File: src/xbar_settings.svh
`ifndef XBAR_SETTINGS_SVH
`define XBAR_SETTINGS_SVH

// crossbar sizing
`define XBAR_CHANNELS 3          // client channels
`define XBAR_BANKS    4          // cache banks
`define XBAR_DEPTH    5          // entries per channel buffer

// field widths
`define XBAR_CH_W     2          // channel id
`define XBAR_BANK_W   2          // bank select
`define XBAR_PTR_W    3          // entry index, pointers and count
`define XBAR_OP_W     2
`define XBAR_ADDR_W   32         // byte address on the hit-test port
`define XBAR_DATA_W   128
`define XBAR_SET_W    3

// address bit positions
`define XBAR_ADDR_LSB 4          // 16 byte lines
`define XBAR_BANK_LSB 8          // bank is addr 9:8
`define XBAR_SET_LSB  5          // set is addr 7:5

`endif
File: src/xbar_pkg.sv
`include "xbar_settings.svh"

package xbar_pkg;

   ////////////////////////////////////////////////////////////////////////////
   // request opcodes
   ////////////////////////////////////////////////////////////////////////////
   typedef enum logic [`XBAR_OP_W-1:0] {
      op_read       = 2'd0,
      op_write      = 2'd1,
      op_flush      = 2'd2,
      op_invalidate = 2'd3
   } xbar_op_e;

   // client request, line address only
   typedef struct packed {
      xbar_op_e                                  op;
      logic [`XBAR_ADDR_W-1:`XBAR_ADDR_LSB]      addr;
      logic [`XBAR_DATA_W-1:0]                   data;
   } ch_req_t;

   // one channel's oldest entry for one bank
   typedef struct packed {
      logic                                      valid;
      logic [`XBAR_PTR_W-1:0]                    idx;   // entry slot
      ch_req_t                                   req;
   } bank_cand_t;

   // winner of a bank's arbitration
   typedef struct packed {
      logic [`XBAR_CH_W-1:0]                     ch;
      ch_req_t                                   req;
   } bank_cmd_t;

   ////////////////////////////////////////////////////////////////////////////
   // downstream payloads
   ////////////////////////////////////////////////////////////////////////////
   typedef struct packed {
      logic [`XBAR_CH_W-1:0]                     ch;
      xbar_op_e                                  op;
      logic [`XBAR_ADDR_W-1:0]                   addr;  // byte address
      logic [`XBAR_SET_W-1:0]                    set;
   } htu_req_t;

   typedef struct packed {
      logic [`XBAR_CH_W-1:0]                     ch;
      logic [`XBAR_DATA_W-1:0]                   data;
   } wbuf_req_t;

endpackage

File: src/bank_arbiter.sv
`timescale 1ns/100ps
`include "xbar_settings.svh"

module bank_arbiter import xbar_pkg::*; (
   input  logic                              clk,
   input  logic                              rstn,
   input  bank_cand_t [`XBAR_CHANNELS-1:0]   cand,       // one per channel
   input  logic                              issue,      // command finished
   input  logic                              hold,       // one port already took it
   output logic                              cmd_valid,
   output bank_cmd_t                         cmd,
   output logic       [`XBAR_CHANNELS-1:0]   take
);

   localparam int NCH = `XBAR_CHANNELS;
   localparam int CW  = `XBAR_CH_W;
   localparam int CW1 = CW + 1;

   logic [NCH-1:0]     req;
   logic [CW-1:0]      last_q;    // channel of last grant
   logic [CW-1:0]      sel_q;     // choice shown last cycle
   logic               busy_q;    // that choice still unfinished
   logic [CW-1:0]      rr_pick;
   logic               rr_hit;
   logic               keep;
   logic [CW-1:0]      sel;

   always_comb begin
      for (int c = 0; c < NCH; c++) begin
         req[c] = cand[c].valid;
      end
   end

   ////////////////////////////////////////////////////////////////////////////
   // round robin, starting after the last grant
   ////////////////////////////////////////////////////////////////////////////
   always_comb begin
      logic [CW1-1:0] c;
      rr_hit  = 1'b0;
      rr_pick = last_q;
      for (int i = 1; i <= NCH; i++) begin   // last grant itself comes last
         c = {1'b0, last_q} + CW1'(i);
         if (c >= CW1'(NCH)) c = c - CW1'(NCH);   // wrap
         if (!rr_hit && req[c[CW-1:0]]) begin
            rr_hit  = 1'b1;
            rr_pick = c[CW-1:0];
         end
      end
   end

   // stalled or half sent command keeps its channel
   assign keep = hold | busy_q;
   assign sel  = keep ? sel_q : rr_pick;

   assign cmd_valid = req[sel];
   assign cmd.ch    = sel;
   assign cmd.req   = cand[sel].req;

   always_comb begin
      for (int c = 0; c < NCH; c++) begin
         take[c] = issue && (sel == CW'(c));   // clear winner's valid bit
      end
   end

   always_ff @(posedge clk) begin
      if (!rstn) begin
         last_q <= CW'(NCH - 1);   // channel 0 wins first
         sel_q  <= '0;
         busy_q <= 1'b0;
      end else begin
         sel_q  <= sel;
         busy_q <= cmd_valid & ~issue;
         if (issue) last_q <= sel;
      end
   end

endmodule

File: config.mk
export PLATFORM = sky130hd
export DESIGN_NAME = bank_arbiter
export DESIGN_NICKNAME = d
export VERILOG_FILES = /design/src/xbar_pkg.sv /design/src/bank_arbiter.sv
export VERILOG_INCLUDE_DIRS = /design/src /design/src/src
export SDC_FILE = /design/constraint.sdc
export NUM_CORES = 1
export LEC_CHECK = 0
export BUFFER_PORTS_ARGS = -buffer_cell sky130_fd_sc_hd__buf_4
export CORE_AREA = 2 2 254 256
export CTS_CLUSTER_DIAMETER = 50
export DETAILED_ROUTE_END_ITERATION = 10
export DIE_AREA = 0 0 256 258
export SLEW_MARGIN = 20
export SYNTH_ARGS = -nofsm -noshare
export SYNTH_HDL_FRONTEND = slang
export SYNTH_SLANG_ARGS = --single-unit
export TNS_END_PERCENT = 5
File: constraint.sdc
create_clock -name clk -period 5.09 [get_ports clk]
set_input_delay 0.2545 -clock clk [delete_from_list [all_inputs] [get_ports clk]]
set_output_delay 0.2545 -clock clk [all_outputs]
set_load 0.005 [all_outputs]
After elaboration in Yosys (flattened, before gate mapping) --
Cells that the tools add are included.
Word-level totals: bits in registers 5, latch bits 0, memory bits (writable) 0, bits in read-only memories 0, input bits 490, logic and storage cells 48, memories kept 0
Operators by class: $add $sub $neg 6, multipliers 0, div/mod/pow operators 0, magnitude comparators 7, equality and inequality tests 2, shifts and indexed selects 0, mux-type cells 19, bitwise gates (word level) 3, reduce and logical (&&, ||, !) cells 8
Operator list (count):
- 162-bit binary-select mux with 2-bit select | 1
- 158-bit two-way mux | 1
- 2-bit two-way mux | 7
- 2-bit by 3-bit less-than comparator with 1-bit output (second input constant) | 4
- 3-bit by 2-bit greater-or-equal comparator with 1-bit output (second input constant) | 3
- 1-bit binary-select mux with 2-bit select | 4
- 2-bit by 2-bit adder with 3-bit output (second input constant) | 2
- 1-bit two-way mux | 6
- 2-bit subtractor (second input constant) | 3
- 1-bit logical AND | 5
- 2-bit by 1-bit adder with 3-bit output (second input constant) | 1
- 2-bit by 1-bit == test with 1-bit output (second input constant) | 1
- 2-bit == test (second input constant) | 1
- 1-bit logical NOT | 2
- 2-bit logical NOT | 1
- 1-bit bitwise AND | 1
- 1-bit NOT | 1
- 1-bit bitwise OR | 1

Logic depth before layout (Yosys ltp) --
depth in word-level cells 16, mapped depth 11, depth with buffers taken out 7

Least setup slack after synthesis --
No wires, ideal clock.
kind register to output, from reg last_q[0], to out cmd[56] (netlist bit), data arrival time 2.511 ns, data required time 4.836 ns, slack 2.325 ns, stages on the path, launching flop included 12, cells stage by stage dfxtp_1 -> clkbuf_1 -> inv_1 -> ha_1 -> buf_4 -> mux2i_1 -> o221ai_1 -> or2_1 -> a211oi_2 -> buf_4 -> buf_4 -> o2bb2ai_1
RTL lines:
- start, declared | line bank_arbiter.sv:20 | logic [CW-1:0] last_q;
- start signal, assigned | line bank_arbiter.sv:67 | last_q <= CW'(NCH - 1);
- start signal, assigned | line bank_arbiter.sv:73 | if (issue) last_q <= sel;
- end, declared | line bank_arbiter.sv:11 | output bank_cmd_t cmd,

==> flow_summary_export.csv <==
group,metric,value,unit
critical_path,slowest_delay,490,ps
critical_path,setup.worst_path.class,"flip-flop to primary output",
worst_hold_path,hold_depth,2,
run,maxCapViolCount,0,
route,vias_per_cell,3.271,
global_routing,grt_pass1_vias,6190,
cells_and_area,final_util,15.42,%
placed_design,port_buffers,644,
power,power_per_cell_area,197.9,nW/um2
placed_design,dp.final_hpwl,29500,um
critical_path,cp_slowest_cell,"dfxtp_1",
synthesis,yosys.area_share.simple,2.890,%
timing,max-slew-margin-rel,48.39,%
power,leakage,4.244,nW
synthesis,syn_nets,940,
synthesis,synthDistinctLibCells,37,
synthesis,seq_area_frac_synth,2.540,%
critical_path,startpoint_type,"flip-flop",
placed_design,gp_congestion,0.8551,
critical_path,path_max_fanout,43,
clock_network,ctsLongestPathBuffers,2,
clock_network,ctsHoldBuffers,0,
route,routedWlPerCell,17.40,um
critical_path,reg2reg_depth,8,
critical_path,r2r-start,"last_q[0]$_SDFFE_PN0P_",
synthesis,ys_ff_latch,5,
worst_hold_path,hold_class,"primary input to flip-flop",
timing,setup_viol,0,
route,drc_errors,0,
placed_design,dpl_worst_slack,1431,ps
synthesis,yosys_warnings,0,
clock_network,cts_resized,0,
timing,max_freq,252.5,MHz
critical_path,r2r_end,"busy_q$_SDFF_PN0_",
cells_and_area,layout-drive-gt1-share,63.77,%
timing,setup_slack,1130,ps
critical_path,required,4840,ps
critical_path,cp.arrival,3710,ps
clock_network,clk_latency,230,ps
worst_hold_path,whs_endpoint,"last_q[0]$_SDFFE_PN0P_",
synthesis,netlist_area,3940,um2
synthesis,ys_async_sr_fraction,0,%
synthesis,synth-xor-area-share,0,%
route,vias,6283,
cells_and_area,syn_to_final_growth,149.0,%
clock_network,cts_setup_buffers,0,
critical_path,path_cells,"inv_1 -> ha_1 -> or3b_1 -> o311a_1 -> a32oi_4 -> buf_12 -> buf_12 -> mux2i_1 -> o2bb2ai_1 -> buf_4",
synthesis,synth_top_family_by_area,"multiplexers",
clock_network,cts_buffers,3,
critical_path,crit_top_cell,"buf_12",
timing,fin_crit_sh,77.80,%
global_routing,grt_max_degree,145,
critical_path,r2r_slack,2280,ps
timing,skew,2.388,ps
critical_path,cp-end-kind,"primary output",
timing,rsz0062_at_grt,"no",
floorplanning,io-pin-count,654,
cells_and_area,mostFrequentLayoutCells,"buf_4 (661), mux2i_1 (163), o2bb2ai_1 (159)",
floorplanning,die_x,256,um
synthesis,synth_compound_area_share,40.36,%
cells_and_area,final_area,9812,um2
global_routing,overflow,0,
floorplanning,dieArea,66050,um2
synthesis,synth-adder-area-share,1.270,%
clock_network,h-tree-depth,1,
synthesis,synth.avg_cell_area,8.834,um2
route,wl,33420,um
clock_network,clk_pin_slew_worst_paths,30,ps
timing,setup_tns,0,ps
global_routing,grt_first_pass_wirelength,44170,um
synthesis,syn_inst,446,
cells_and_area,nets,1555,
timing,finalHoldViolCount,0,
floorplanning,rows,93,
cells_and_area,fillerInstances,7262,
cells_and_area,final_common_cell,"buf_4",
floorplanning,start_util,6.190,%
floorplanning,core-area,63650,um2
worst_hold_path,min_from,"issue",
power,ir_drop,113.6,uV
global_routing,antenna_found_initial,12,
synthesis,synth-main-ff-cell,"dfxtp_1",
timing,tightest_slew,774.1,ps
clock_network,root_buffer,"clkbuf_16",
clock_network,clkSinkCount,5,
synthesis,synth.area.mux_share,41.70,%
timing,finalCriticalPeriod,3960,ps
route,antenna_left,0,
synthesis,synth_edf_count,0,
timing,slew_viol_final,0,
floorplanning,die_height,258,um
power,power,1.942,mW
route,initialDrtViolationCount,311,
run_status,status,"finished clean",
global_routing,grt_use_total,9.186,%
placed_design,place_area,9718,um2
clock_network,cts_tree,"done",
route,first_pass_iters,5,
==> cells in the mapped netlist, drive strengths merged (2+ instances only) <==
master / number / area share, %
buf: 39 / 8.6
clkbuf: 18 / 1.7
or2: 2 / 0.32
mux2i: 163 / 41
o2bb2ai: 159 / 35
nand2b: 2 / 0.32
o21ai: 5 / 0.64
a32oi: 2 / 0.44
nand3: 3 / 0.38
o221ai: 2 / 0.44
inv: 9 / 0.86
o21a: 2 / 0.38
a211oi: 3 / 0.70
ha: 4 / 1.3
nand2: 2 / 0.19
nor3: 3 / 0.38
and2: 2 / 0.32
dfxtp: 5 / 2.5
nor2: 8 / 0.76
a221oi: 2 / 0.44
==> worst max-delay path by stage <==
stage               cells after the start  slack [ps]                    from  endpoint
floorplan                              11        2320  last_q[0]$_SDFFE_PN0P_   cmd[56]
global placement                       10        1450  last_q[0]$_SDFFE_PN0P_  cmd[100]
detailed placement                     10        1430  last_q[0]$_SDFFE_PN0P_  cmd[100]
CTS                                    10        1190  last_q[0]$_SDFFE_PN0P_   cmd[81]
global route                           10         930  last_q[0]$_SDFFE_PN0P_  cmd[140]
finish                                 10        1130  last_q[0]$_SDFFE_PN0P_   cmd[81]
==> cell type report <==
type,count,area [um2],share of cell area (%)
diodes,6,15.01,0.1530
clock buffers,4,78.83,0.8034
inverters,9,33.78,0.3443
multi-input cells,375,3432,34.98
flip-flops and latches,5,100.1,1.020
well taps,855,1070,10.90
repair buffers,667,5082,51.80
==> sequential cells by signal (all words and copies together), names as in the netlist <==
| name | flops |
|---|---|
| busy_q | 1 |
| sel_q | 2 |
| last_q | 2 |
==> logic make-up (layout without fill, tap and decap cells) <==
group                    count (synthesis)  count (layout)
adder cells (fa/ha/maj)                  4               4
flip-flops                               5               5
other                                    0               6
AND/OR/NAND/NOR                         23              23
AO/OA/AOI/OAI                          184             184
buffers and inverters                   66             680
multiplexers                           164             164
==> per-stage QoR <==
step | instances | hold slack, ps
after floorplan | 446 | 330.7
after global placement | 1911 | 470.5
after detailed placement | 1911 | 467.5
after CTS | 1915 | 237.0
after global routing | 1917 | 257.4
final | 1921 | 243.4
==> metal layers <==
metal  routed length [um]  track usage, %  vias up  part of all wire (%)
li1                     -               -     3071                     -
met1                13790           11.40     2783                    41
met2                15300           15.05      401                    46
met3                 3506           3.416       24                    10
met4                  793           2.128        4                   2.4
met5                   27               0        -                 0.081
==> worst max-delay path: cells and delay by family (launching register included) <==
kind / cells / cell delay, ps
adders and majority gates: 1 / 480
and+or+nand+nor: 1 / 420
DFF: 1 / 490
AOI/OAI and AO/OA: 3 / 750
muxes: 1 / 490
buffers and inverters: 4 / 790
==> power by group <==
| group | switching [mW] | leakage (nW) | internal, mW |
|---|---|---|---|
| Clock | 0.0247 | 0.0382 | 0.104 |
| Combinational | 0.815 | 4.16 | 0.949 |
| Sequential | 0.00538 | 0.0412 | 0.0435 |
(Power assumes the default switching activity.)
