**src/xbar_settings.svh**
```systemverilog
`ifndef XBAR_SETTINGS_SVH
`define XBAR_SETTINGS_SVH

// crossbar sizing
`define XBAR_CHANNELS 3          // client channels
`define XBAR_BANKS    4          // cache banks
`define XBAR_DEPTH    5          // entries per channel buffer

// field widths
`define XBAR_CH_W     2          // channel id
`define XBAR_BANK_W   2          // bank select
`define XBAR_PTR_W    3          // entry index, pointers and count
`define XBAR_OP_W     2
`define XBAR_ADDR_W   32         // byte address on the hit-test port
`define XBAR_DATA_W   128
`define XBAR_SET_W    3

// address bit positions
`define XBAR_ADDR_LSB 4          // 16 byte lines
`define XBAR_BANK_LSB 8          // bank is addr 9:8
`define XBAR_SET_LSB  5          // set is addr 7:5

`endif
```
**src/xbar_pkg.sv**
```systemverilog
`include "xbar_settings.svh"

package xbar_pkg;

   ////////////////////////////////////////////////////////////////////////////
   // request opcodes
   ////////////////////////////////////////////////////////////////////////////
   typedef enum logic [`XBAR_OP_W-1:0] {
      op_read       = 2'd0,
      op_write      = 2'd1,
      op_flush      = 2'd2,
      op_invalidate = 2'd3
   } xbar_op_e;

   // client request, line address only
   typedef struct packed {
      xbar_op_e                                  op;
      logic [`XBAR_ADDR_W-1:`XBAR_ADDR_LSB]      addr;
      logic [`XBAR_DATA_W-1:0]                   data;
   } ch_req_t;

   // one channel's oldest entry for one bank
   typedef struct packed {
      logic                                      valid;
      logic [`XBAR_PTR_W-1:0]                    idx;   // entry slot
      ch_req_t                                   req;
   } bank_cand_t;

   // winner of a bank's arbitration
   typedef struct packed {
      logic [`XBAR_CH_W-1:0]                     ch;
      ch_req_t                                   req;
   } bank_cmd_t;

   ////////////////////////////////////////////////////////////////////////////
   // downstream payloads
   ////////////////////////////////////////////////////////////////////////////
   typedef struct packed {
      logic [`XBAR_CH_W-1:0]                     ch;
      xbar_op_e                                  op;
      logic [`XBAR_ADDR_W-1:0]                   addr;  // byte address
      logic [`XBAR_SET_W-1:0]                    set;
   } htu_req_t;

   typedef struct packed {
      logic [`XBAR_CH_W-1:0]                     ch;
      logic [`XBAR_DATA_W-1:0]                   data;
   } wbuf_req_t;

endpackage

```
**src/bank_dispatch.sv**
```systemverilog
`timescale 1ns/100ps
`include "xbar_settings.svh"

module bank_dispatch import xbar_pkg::*; (
   input  logic        clk,
   input  logic        rstn,
   input  logic        cmd_valid,
   input  bank_cmd_t   cmd,
   output logic        htu_valid,
   output htu_req_t    htu_req,
   input  logic        htu_ready,
   output logic        wbuf_valid,
   output wbuf_req_t   wbuf_req,
   input  logic        wbuf_ready,
   output logic        issue,        // both ports done this cycle
   output logic        hold          // exactly one port done
);

   logic htu_sent;    // htu took current command
   logic wbuf_sent;   // wbuf took current command
   logic htu_fire;
   logic wbuf_fire;
   logic htu_stall;
   logic wbuf_stall;

   ////////////////////////////////////////////////////////////////////////////
   // port handshakes
   ////////////////////////////////////////////////////////////////////////////
   assign htu_valid  = cmd_valid & ~htu_sent;
   assign wbuf_valid = cmd_valid & ~wbuf_sent;

   assign htu_fire   = htu_valid & htu_ready;
   assign wbuf_fire  = wbuf_valid & wbuf_ready;
   assign htu_stall  = htu_valid & ~htu_ready;     // still waiting on htu
   assign wbuf_stall = wbuf_valid & ~wbuf_ready;

   assign issue = cmd_valid & ~htu_stall & ~wbuf_stall;
   assign hold  = htu_sent | wbuf_sent;

   always_ff @(posedge clk) begin
      if (!rstn) begin
         htu_sent  <= 1'b0;
         wbuf_sent <= 1'b0;
      end else if (issue) begin   // next command starts fresh
         htu_sent  <= 1'b0;
         wbuf_sent <= 1'b0;
      end else begin
         if (htu_fire)  htu_sent  <= 1'b1;
         if (wbuf_fire) wbuf_sent <= 1'b1;
      end
   end

   ////////////////////////////////////////////////////////////////////////////
   // payloads
   ////////////////////////////////////////////////////////////////////////////
   assign htu_req.ch   = cmd.ch;
   assign htu_req.op   = cmd.req.op;
   assign htu_req.addr = {cmd.req.addr, {`XBAR_ADDR_LSB{1'b0}}};   // line to byte
   assign htu_req.set  = cmd.req.addr[`XBAR_SET_LSB +: `XBAR_SET_W];   // addr 7:5

   assign wbuf_req.ch   = cmd.ch;
   assign wbuf_req.data = cmd.req.data;

endmodule

```
**config.mk**
```make
export PLATFORM = sky130hd
export DESIGN_NAME = bank_dispatch
export DESIGN_NICKNAME = d
export VERILOG_FILES = /design/src/xbar_pkg.sv /design/src/bank_dispatch.sv
export VERILOG_INCLUDE_DIRS = /design/src /design/src/src
export SDC_FILE = /design/constraint.sdc
export NUM_CORES = 1
export LEC_CHECK = 0
export BUFFER_PORTS_ARGS = -buffer_cell sky130_fd_sc_hd__clkbuf_2
export CAP_MARGIN = 20
export CORE_AREA = 2 2 130 132
export DETAILED_ROUTE_END_ITERATION = 10
export DIE_AREA = 0 0 132 134
export MAX_ROUTING_LAYER = met4
export SLEW_MARGIN = 0
export SYNTH_ARGS = -nofsm -noshare
export SYNTH_HDL_FRONTEND = slang
export SYNTH_SLANG_ARGS = --single-unit
```
**constraint.sdc**
```tcl
create_clock -name clk -period 0.8 [get_ports clk]
set_input_delay 0.08 -clock clk [delete_from_list [all_inputs] [get_ports clk]]
set_output_delay 0.08 -clock clk [all_outputs]
set_load 0.01 [all_outputs]
```
Word-level counts from Yosys, hierarchy flattened. Index checks and enable logic that the tools add are counted.

Div/mod/pow operators: 0. Muxes and demuxes: 0. Equality and inequality tests: 0. Add/subtract/negate cells: 0. Bitwise logic cells: 16. $mul: 0. Order comparisons: 0. Shift operators: 0. Reduce and logical (&&, ||, !) cells: 1.

Operators with widths (count): AND 1 bit (8); inverter 1 bit (7); OR reduction 2 bit (1); OR 1 bit (1).

Bits in latches: 0. Logic and storage cells: 19. Bits in registers: 2. Memories: 0. ROM bits: 0. Output and inout port bits: 173. Memory bits (writable): 0.

Logic depth before layout (Yosys ltp). Gate-level depths: netlist of run 1.

Depth after elaboration: 7. Mapped depth: 2.

Least setup slack after synthesis of run 1. No wires, ideal clock.

Path kind: register to register. Start: reg htu_sent. End: reg wbuf_sent. Period minus slack after synthesis: 689 ps. Data arrival time: 574 ps. Path slack: 111 ps. Stages on the path, launching flop included: 3. Data required time: 684 ps. Path through: dfxtp_1 o21ai_1 and3b_1.

Longest elaborated chain between the ends: 7.

RTL lines: from (decl) (line bank_dispatch.sv:19) `logic htu_sent;`; from (signal assigned) (line bank_dispatch.sv:42) `htu_sent <= 1'b0;`; from (signal assigned) (line bank_dispatch.sv:45) `htu_sent <= 1'b0;`; from (signal assigned) (line bank_dispatch.sv:48) `if (htu_fire) htu_sent <= 1'b1;`; inverter 1 bit (line bank_dispatch.sv:29) `assign htu_valid = cmd_valid & ~htu_sent;`; AND 1 bit (line bank_dispatch.sv:29); AND 1 bit (line bank_dispatch.sv:34) `assign htu_stall = htu_valid & ~htu_ready;`; inverter 1 bit (line bank_dispatch.sv:37) `assign issue = cmd_valid & ~htu_stall & ~wbuf_stall;`; AND 1 bit (2 in series) (line bank_dispatch.sv:37); OR reduction 2 bit (no line); to (signal assigned) (line bank_dispatch.sv:43) `wbuf_sent <= 1'b0;`; to (signal assigned) (line bank_dispatch.sv:46) `wbuf_sent <= 1'b0;`; to (signal assigned) (line bank_dispatch.sv:49) `if (wbuf_fire) wbuf_sent <= 1'b1;`; to (decl) (line bank_dispatch.sv:20) `logic wbuf_sent;`.

Every way passes these cells. A chain may end at the register's enable or synchronous reset.

Worst setup path after layout of run 1.
Start: reg htu_sent. End: out hold.

Longest elaborated chain between the ends: 1.

RTL lines: OR 1 bit (line bank_dispatch.sv:38) `assign hold = htu_sent | wbuf_sent;`; to (decl) (line bank_dispatch.sv:16) `output logic hold`.

Every way passes these cells.

==> reports/results.tsv, run 1 <==
metric	value	unit
violations	negative setup slack	
yosys_warnings	0	
vias	421	
yosysTopAreaCell	buf_4	
period_share	122	%
ios	338	
crit_family	flip-flops	
r2r_slack	0	ps
p_leak	0.143	nW
synth_edf_count	0	
synthAdderAreaFrac	0	%
yosysSeqAreaShare	2.91	%
rsz0062_at_grt	yes	
internal_power	0.783	mW
core-area	0.0163	mm2
initial_core_util	8.45	%
yosys.area_share.simple	3.18	%
switching_share	18.1	%
layout.nets	196	
power.density	1800	mW/mm2
fmax	1.03	GHz
fp.dieH	134	um
drc_errors	0	
drt_iter0_markers	22	
wl_per_cell	15.7	um
final_area	531	um2
cp_cell_sequence	or2_1, clkbuf_2	
setup_viol	4	
hold_buffers	0	
place.gp.congestion	0.516	
grt_overflow	0	
antennaDiodeCount	0	
drt_wl_total	3.90	mm
fp.dieArea	0.0177	mm2
finalMaxSlewViolations	0	
crit_path_max_incr_delay	320	ps
synth.area.top_cells	buf_4 92%, dfxtp_1 2.9%, and3b_1 1.3%, nor2b_1 0.91%, a21oi_1 0.73%	
place_area	434	um2
grt_max_degree	7	
arrival	890	ps
portBuffers	8	
skew	0.496	ps
status	finished, violations left	
dp_worst_setup_slack	40.1	ps
hold_path.class	in -> reg	
critPathCaptureType	primary output	
clk_path_buf_depth	2	
crit_type	reg -> out	
synth.most_common_cell	buf_4	
cts-root-buf	clkbuf_16	
cts_tree	yes	
hpwlAfterDp	3.25	mm
clk_pin_slew	30	ps
synth_top_family_by_area	buffers and inverters	
async_reset_ff_share	0	%
grt_pass1_wl	4.44	mm
worstPathRequired	720	ps
yosys.area.top_type_share	92.2	%
drt_pass1_iterations	4	
synth_xor_area_share	0	%
ant_nets	0	
tritoncts.num_buffers	3	
drv_cap	0	
vdd_drop_max	0.869	mV
setup_slack	-174	ps
hold_viol	0	
grt_pass1_vias	511	
synth_seq_cells	2	
synth_cell_types	10	
die_x	132	um
clock_power_share	79.7	%
ys.flop_type	dfxtp_1	
power_switching	0.173	mW
pwr-share-seq	11.9	%
area_growth	-61.5	%
htreeDepth	1	
viasPerCell	1.69	
antenna_found_initial	0	
synth_mux_area_share	0	%
crit_path_start_kind	flop	
synth_compound_area_share	1.45	%
drive_gt1_share	55.2	%
synth_area_per_cell	7.52	um2
syn_area	0.00138	mm2
path_max_fanout	4	
combPwrFrac	8.4	%
cp_slowest_cell	dfxtp_2	
row_count	47	
worstSkewPairLatency	220	ps
track_usage	4.16	%
critPathBufInv	1	
min_period	974	ps
netlist_instances	183	
cts.sinks	2	
[per-stage QoR]
stage | total power [mW] | TNS, ps | hold slack (ps) | util (%) | cells
2_1_floorplan | 1.02 | 0 | 236 | - | 186
3_3_place_gp | 0.182 | 0 | 160 | 2.67 | 245
3_5_place_dp | 0.182 | 0 | 160 | 2.67 | 245
4_1_cts | 0.975 | -470 | 116 | 3.23 | 249
5_1_grt | 0.994 | -625 | 130 | 3.26 | 249
6_report | 0.956 | -419 | 118 | 3.26 | 249
[layer usage]
metal	share of wire (%)	global-route usage, %	routed length (um)	vias to the layer above
li1	-	-	-	73
met1	7.5	0.729	292	102
met2	48	6.08	1870	180
met3	36	6.20	1400	66
met4	8.9	6.04	346	0
met5	0	-	0	-
[cell type report]
type,count,area [um2]
fill,1943,15800
tap,220,275
multi-input combinational,15,86.3
clock buffer,3,75.1
timing repair buffer,9,51.3
sequential,2,42.5
[timing repair]
action,in CTS,in global routing
buffers inserted,1,0
pin swaps,1,3
setup endpoints to repair,4,6
gates resized for setup,4,3
[final timing paths]
check,depth (start not counted),from,end
worst max register to register,3,wbuf_sent,wbuf_sent
worst max-delay path,2,htu_sent,hold
worst min register to register,2,htu_sent,htu_sent
worst min-delay path,2,rstn,htu_sent
[state kept, by name (all words and copies together) (netlist names)]
signal,cells
wbuf_sent,1
htu_sent,1
[cells by family (layout without fill, tap and decap cells)]
family                 count (synthesis)  in the layout
flip-flops                             2              2
buffers and inverters                169             12
AND/OR/NAND/NOR                        7              7
AO/OA/AOI/OAI                          4              4
other                                  1              4
[cell usage in the layout (no fill, tap or decap)]
cell       instances
buf_6              1
dfxtp_2            2
nor2b_1            2
conb_1             4
nor2_1             2
or2_1              1
a21oi_2            1
clkbuf_16          3
clkbuf_2           7
buf_2              1
a21oi_1            1
o21ai_2            1
and3b_1            2
o21ai_1            1
[power by group through the flow]
stage | clock, mW | sequential (mW) | combinational (mW)
6_report | 0.762 | 0.114 | 0.0802
2_1_floorplan | 0 | 0.112 | 0.903
5_1_grt | 0.790 | 0.115 | 0.0881
4_1_cts | 0.784 | 0.113 | 0.0779
3_3_place_gp | 0 | 0.113 | 0.0682
3_5_place_dp | 0 | 0.113 | 0.0690
Note: power is estimated with default switching activity, not from simulation.
==> run 2, diff against run 1 <==
- CAP_MARGIN: 20 -> default
- CORE_AREA: 2 2 130 132 -> 2 2 131 133
- CTS_BUF_LIST: default -> sky130_fd_sc_hd__clkbuf_8
- DIE_AREA: 0 0 132 134 -> 0 0 133 135
==> run 2 against run 1 <==
Against the previous run:
- the run still ends with negative setup slack left
- count of clock-buffer cells in the layout stayed put
- clock power decreased by 48%
- fmax rose by 2.6%
- cell count increased by 0.80%
- worst hold slack improved by 25 ps
- routed wire length is 1.2% lower
- combinational power grew 17%
- critical endpoint unchanged
- largest power group unchanged
- highest routed layer unchanged
==> reports/results.tsv, run 2 (synthesized netlist as in run 1, its figures left out) <==
metric	value	unit
htreeDepth	1	
antenna_found_initial	0	
place_area	434	um2
cts-root-buf	clkbuf_8	
hold_path.class	in -> reg	
hold_viol	0	
combPwrFrac	15.5	%
fin_total_pwr	0.604	mW
grt_pass1_wl	4.21	mm
finalMaxSlewViolations	0	
n_fill_cell	1949	
violations	negative setup slack	
p_leak	0.137	nW
area_growth	-62.5	%
status	finished, violations left	
setup_viol	6	
arrival	870	ps
clk_path_buf_depth	2	
period_share	119	%
drc_errors	0	
ios	338	
drv_cap	0	
crit_path_max_incr_delay	320	ps
fin_cells	251	
setup_slack	-149	ps
switching_share	21.8	%
initial_core_util	8.39	%
critPathCaptureType	primary output	
layout.nets	198	
hpwlAfterDp	3.18	mm
fp.dieH	135	um
fp.dieArea	0.0180	mm2
vias	454	
worstSkewPairLatency	210	ps
final_cell_mix	6 x clkbuf_2, 4 x conb_1, 3 x clkbuf_8	
tritoncts.num_buffers	3	
row_count	47	
reg_top3	htu_sent: 1 flops, wbuf_sent: 1 flops	
drt_iter0_markers	11	
ant_nets	0	
internal_power	0.472	mW
dp_worst_setup_slack	48.3	ps
grt_pass1_vias	495	
wl_per_cell	15.4	um
ff_latch_area	42.5	um2
skew	0.588	ps
grt_overflow	0	
critPathBufInv	1	
core-area	0.0164	mm2
clock_power_share	65.7	%
multiInputGateArea	90.1	um2
cp_cell_sequence	or2_1, clkbuf_2	
rsz0062_at_grt	yes	
final_common_cell	clkbuf_2	
fmax	1.05	GHz
cp_slowest_cell	dfxtp_2	
die_x	133	um
drt_pass1_iterations	2	
power.density	1170	mW/mm2
path_max_fanout	4	
vdd_drop_max	0.548	mV
power_switching	0.132	mW
drt_wl_total	3.86	mm
crit_path_start_kind	flop	
cts.sinks	2	
drive_gt1_share	61.3	%
hold_buffers	0	
pwr-share-seq	18.8	%
place_inst	245	
worstPathRequired	720	ps
track_usage	3.77	%
crit_family	flip-flops	
min_period	949	ps
antennaDiodeCount	0	
grt_max_degree	7	
clk_pin_slew	30	ps
crit_type	reg -> out	
viasPerCell	1.81	
utilization	3.14	%
cts_tree	yes	
portBuffers	8	
final_area	515	um2
place.gp.congestion	0.550	
run 2: per-layer routing:
layer	GRT usage (%)	wire (um)
met1	0.723	361
met2	5.01	1590
met3	5.14	1310
met4	7.05	596
met5	-	0
run 2: power groups by stage:
stage | Clock [mW] | Sequential (mW) | Combinational, mW
6_report | 0.397 | 0.114 | 0.0939
5_1_grt | 0.411 | 0.114 | 0.101
4_1_cts | 0.408 | 0.113 | 0.0785
3_5_place_dp | 0 | 0.113 | 0.0693
3_3_place_gp | 0 | 0.113 | 0.0690
2_1_floorplan | 0 | 0.112 | 0.903
run 2: worst reg2reg max path: stages, from the launching register on:
cell and delay [ps]:
dfxtp_2 320, buf_4 130, buf_6 110, a21oi_2 80, and3b_1 170
run 2: what timing repair did:
item	CTS	global route
endpoints found under the setup margin	4	6
gates resized for setup	4	5
setup buffers	1	2
pin swaps	0	3
gates cloned	0	0
run 2: path summary, 6_finish.rpt:
check             cells past startpoint  startpoint   endpoint  slack, ps
setup reg to reg                      4   wbuf_sent  wbuf_sent       -120
hold / removal                        2        rstn  wbuf_sent        140
hold reg to reg                       2    htu_sent   htu_sent        610
setup / recovery                      2   wbuf_sent       hold       -150
run 2: cell type report:
cell class	count	share of cell area, %
clock buffers	3	8.01
flip-flops and latches	2	8.25
repair buffers	11	12.9
multi-input cells	15	17.5
well taps	220	53.4
run 2: per-stage QoR:
stage / setup TNS, ps / hold WS (ps)
after floorplan: 0 / 236
after global placement: 0 / 160
after detailed placement: 0 / 160
after CTS: -427 / 136
after global routing: -713 / 140
final: -567 / 143
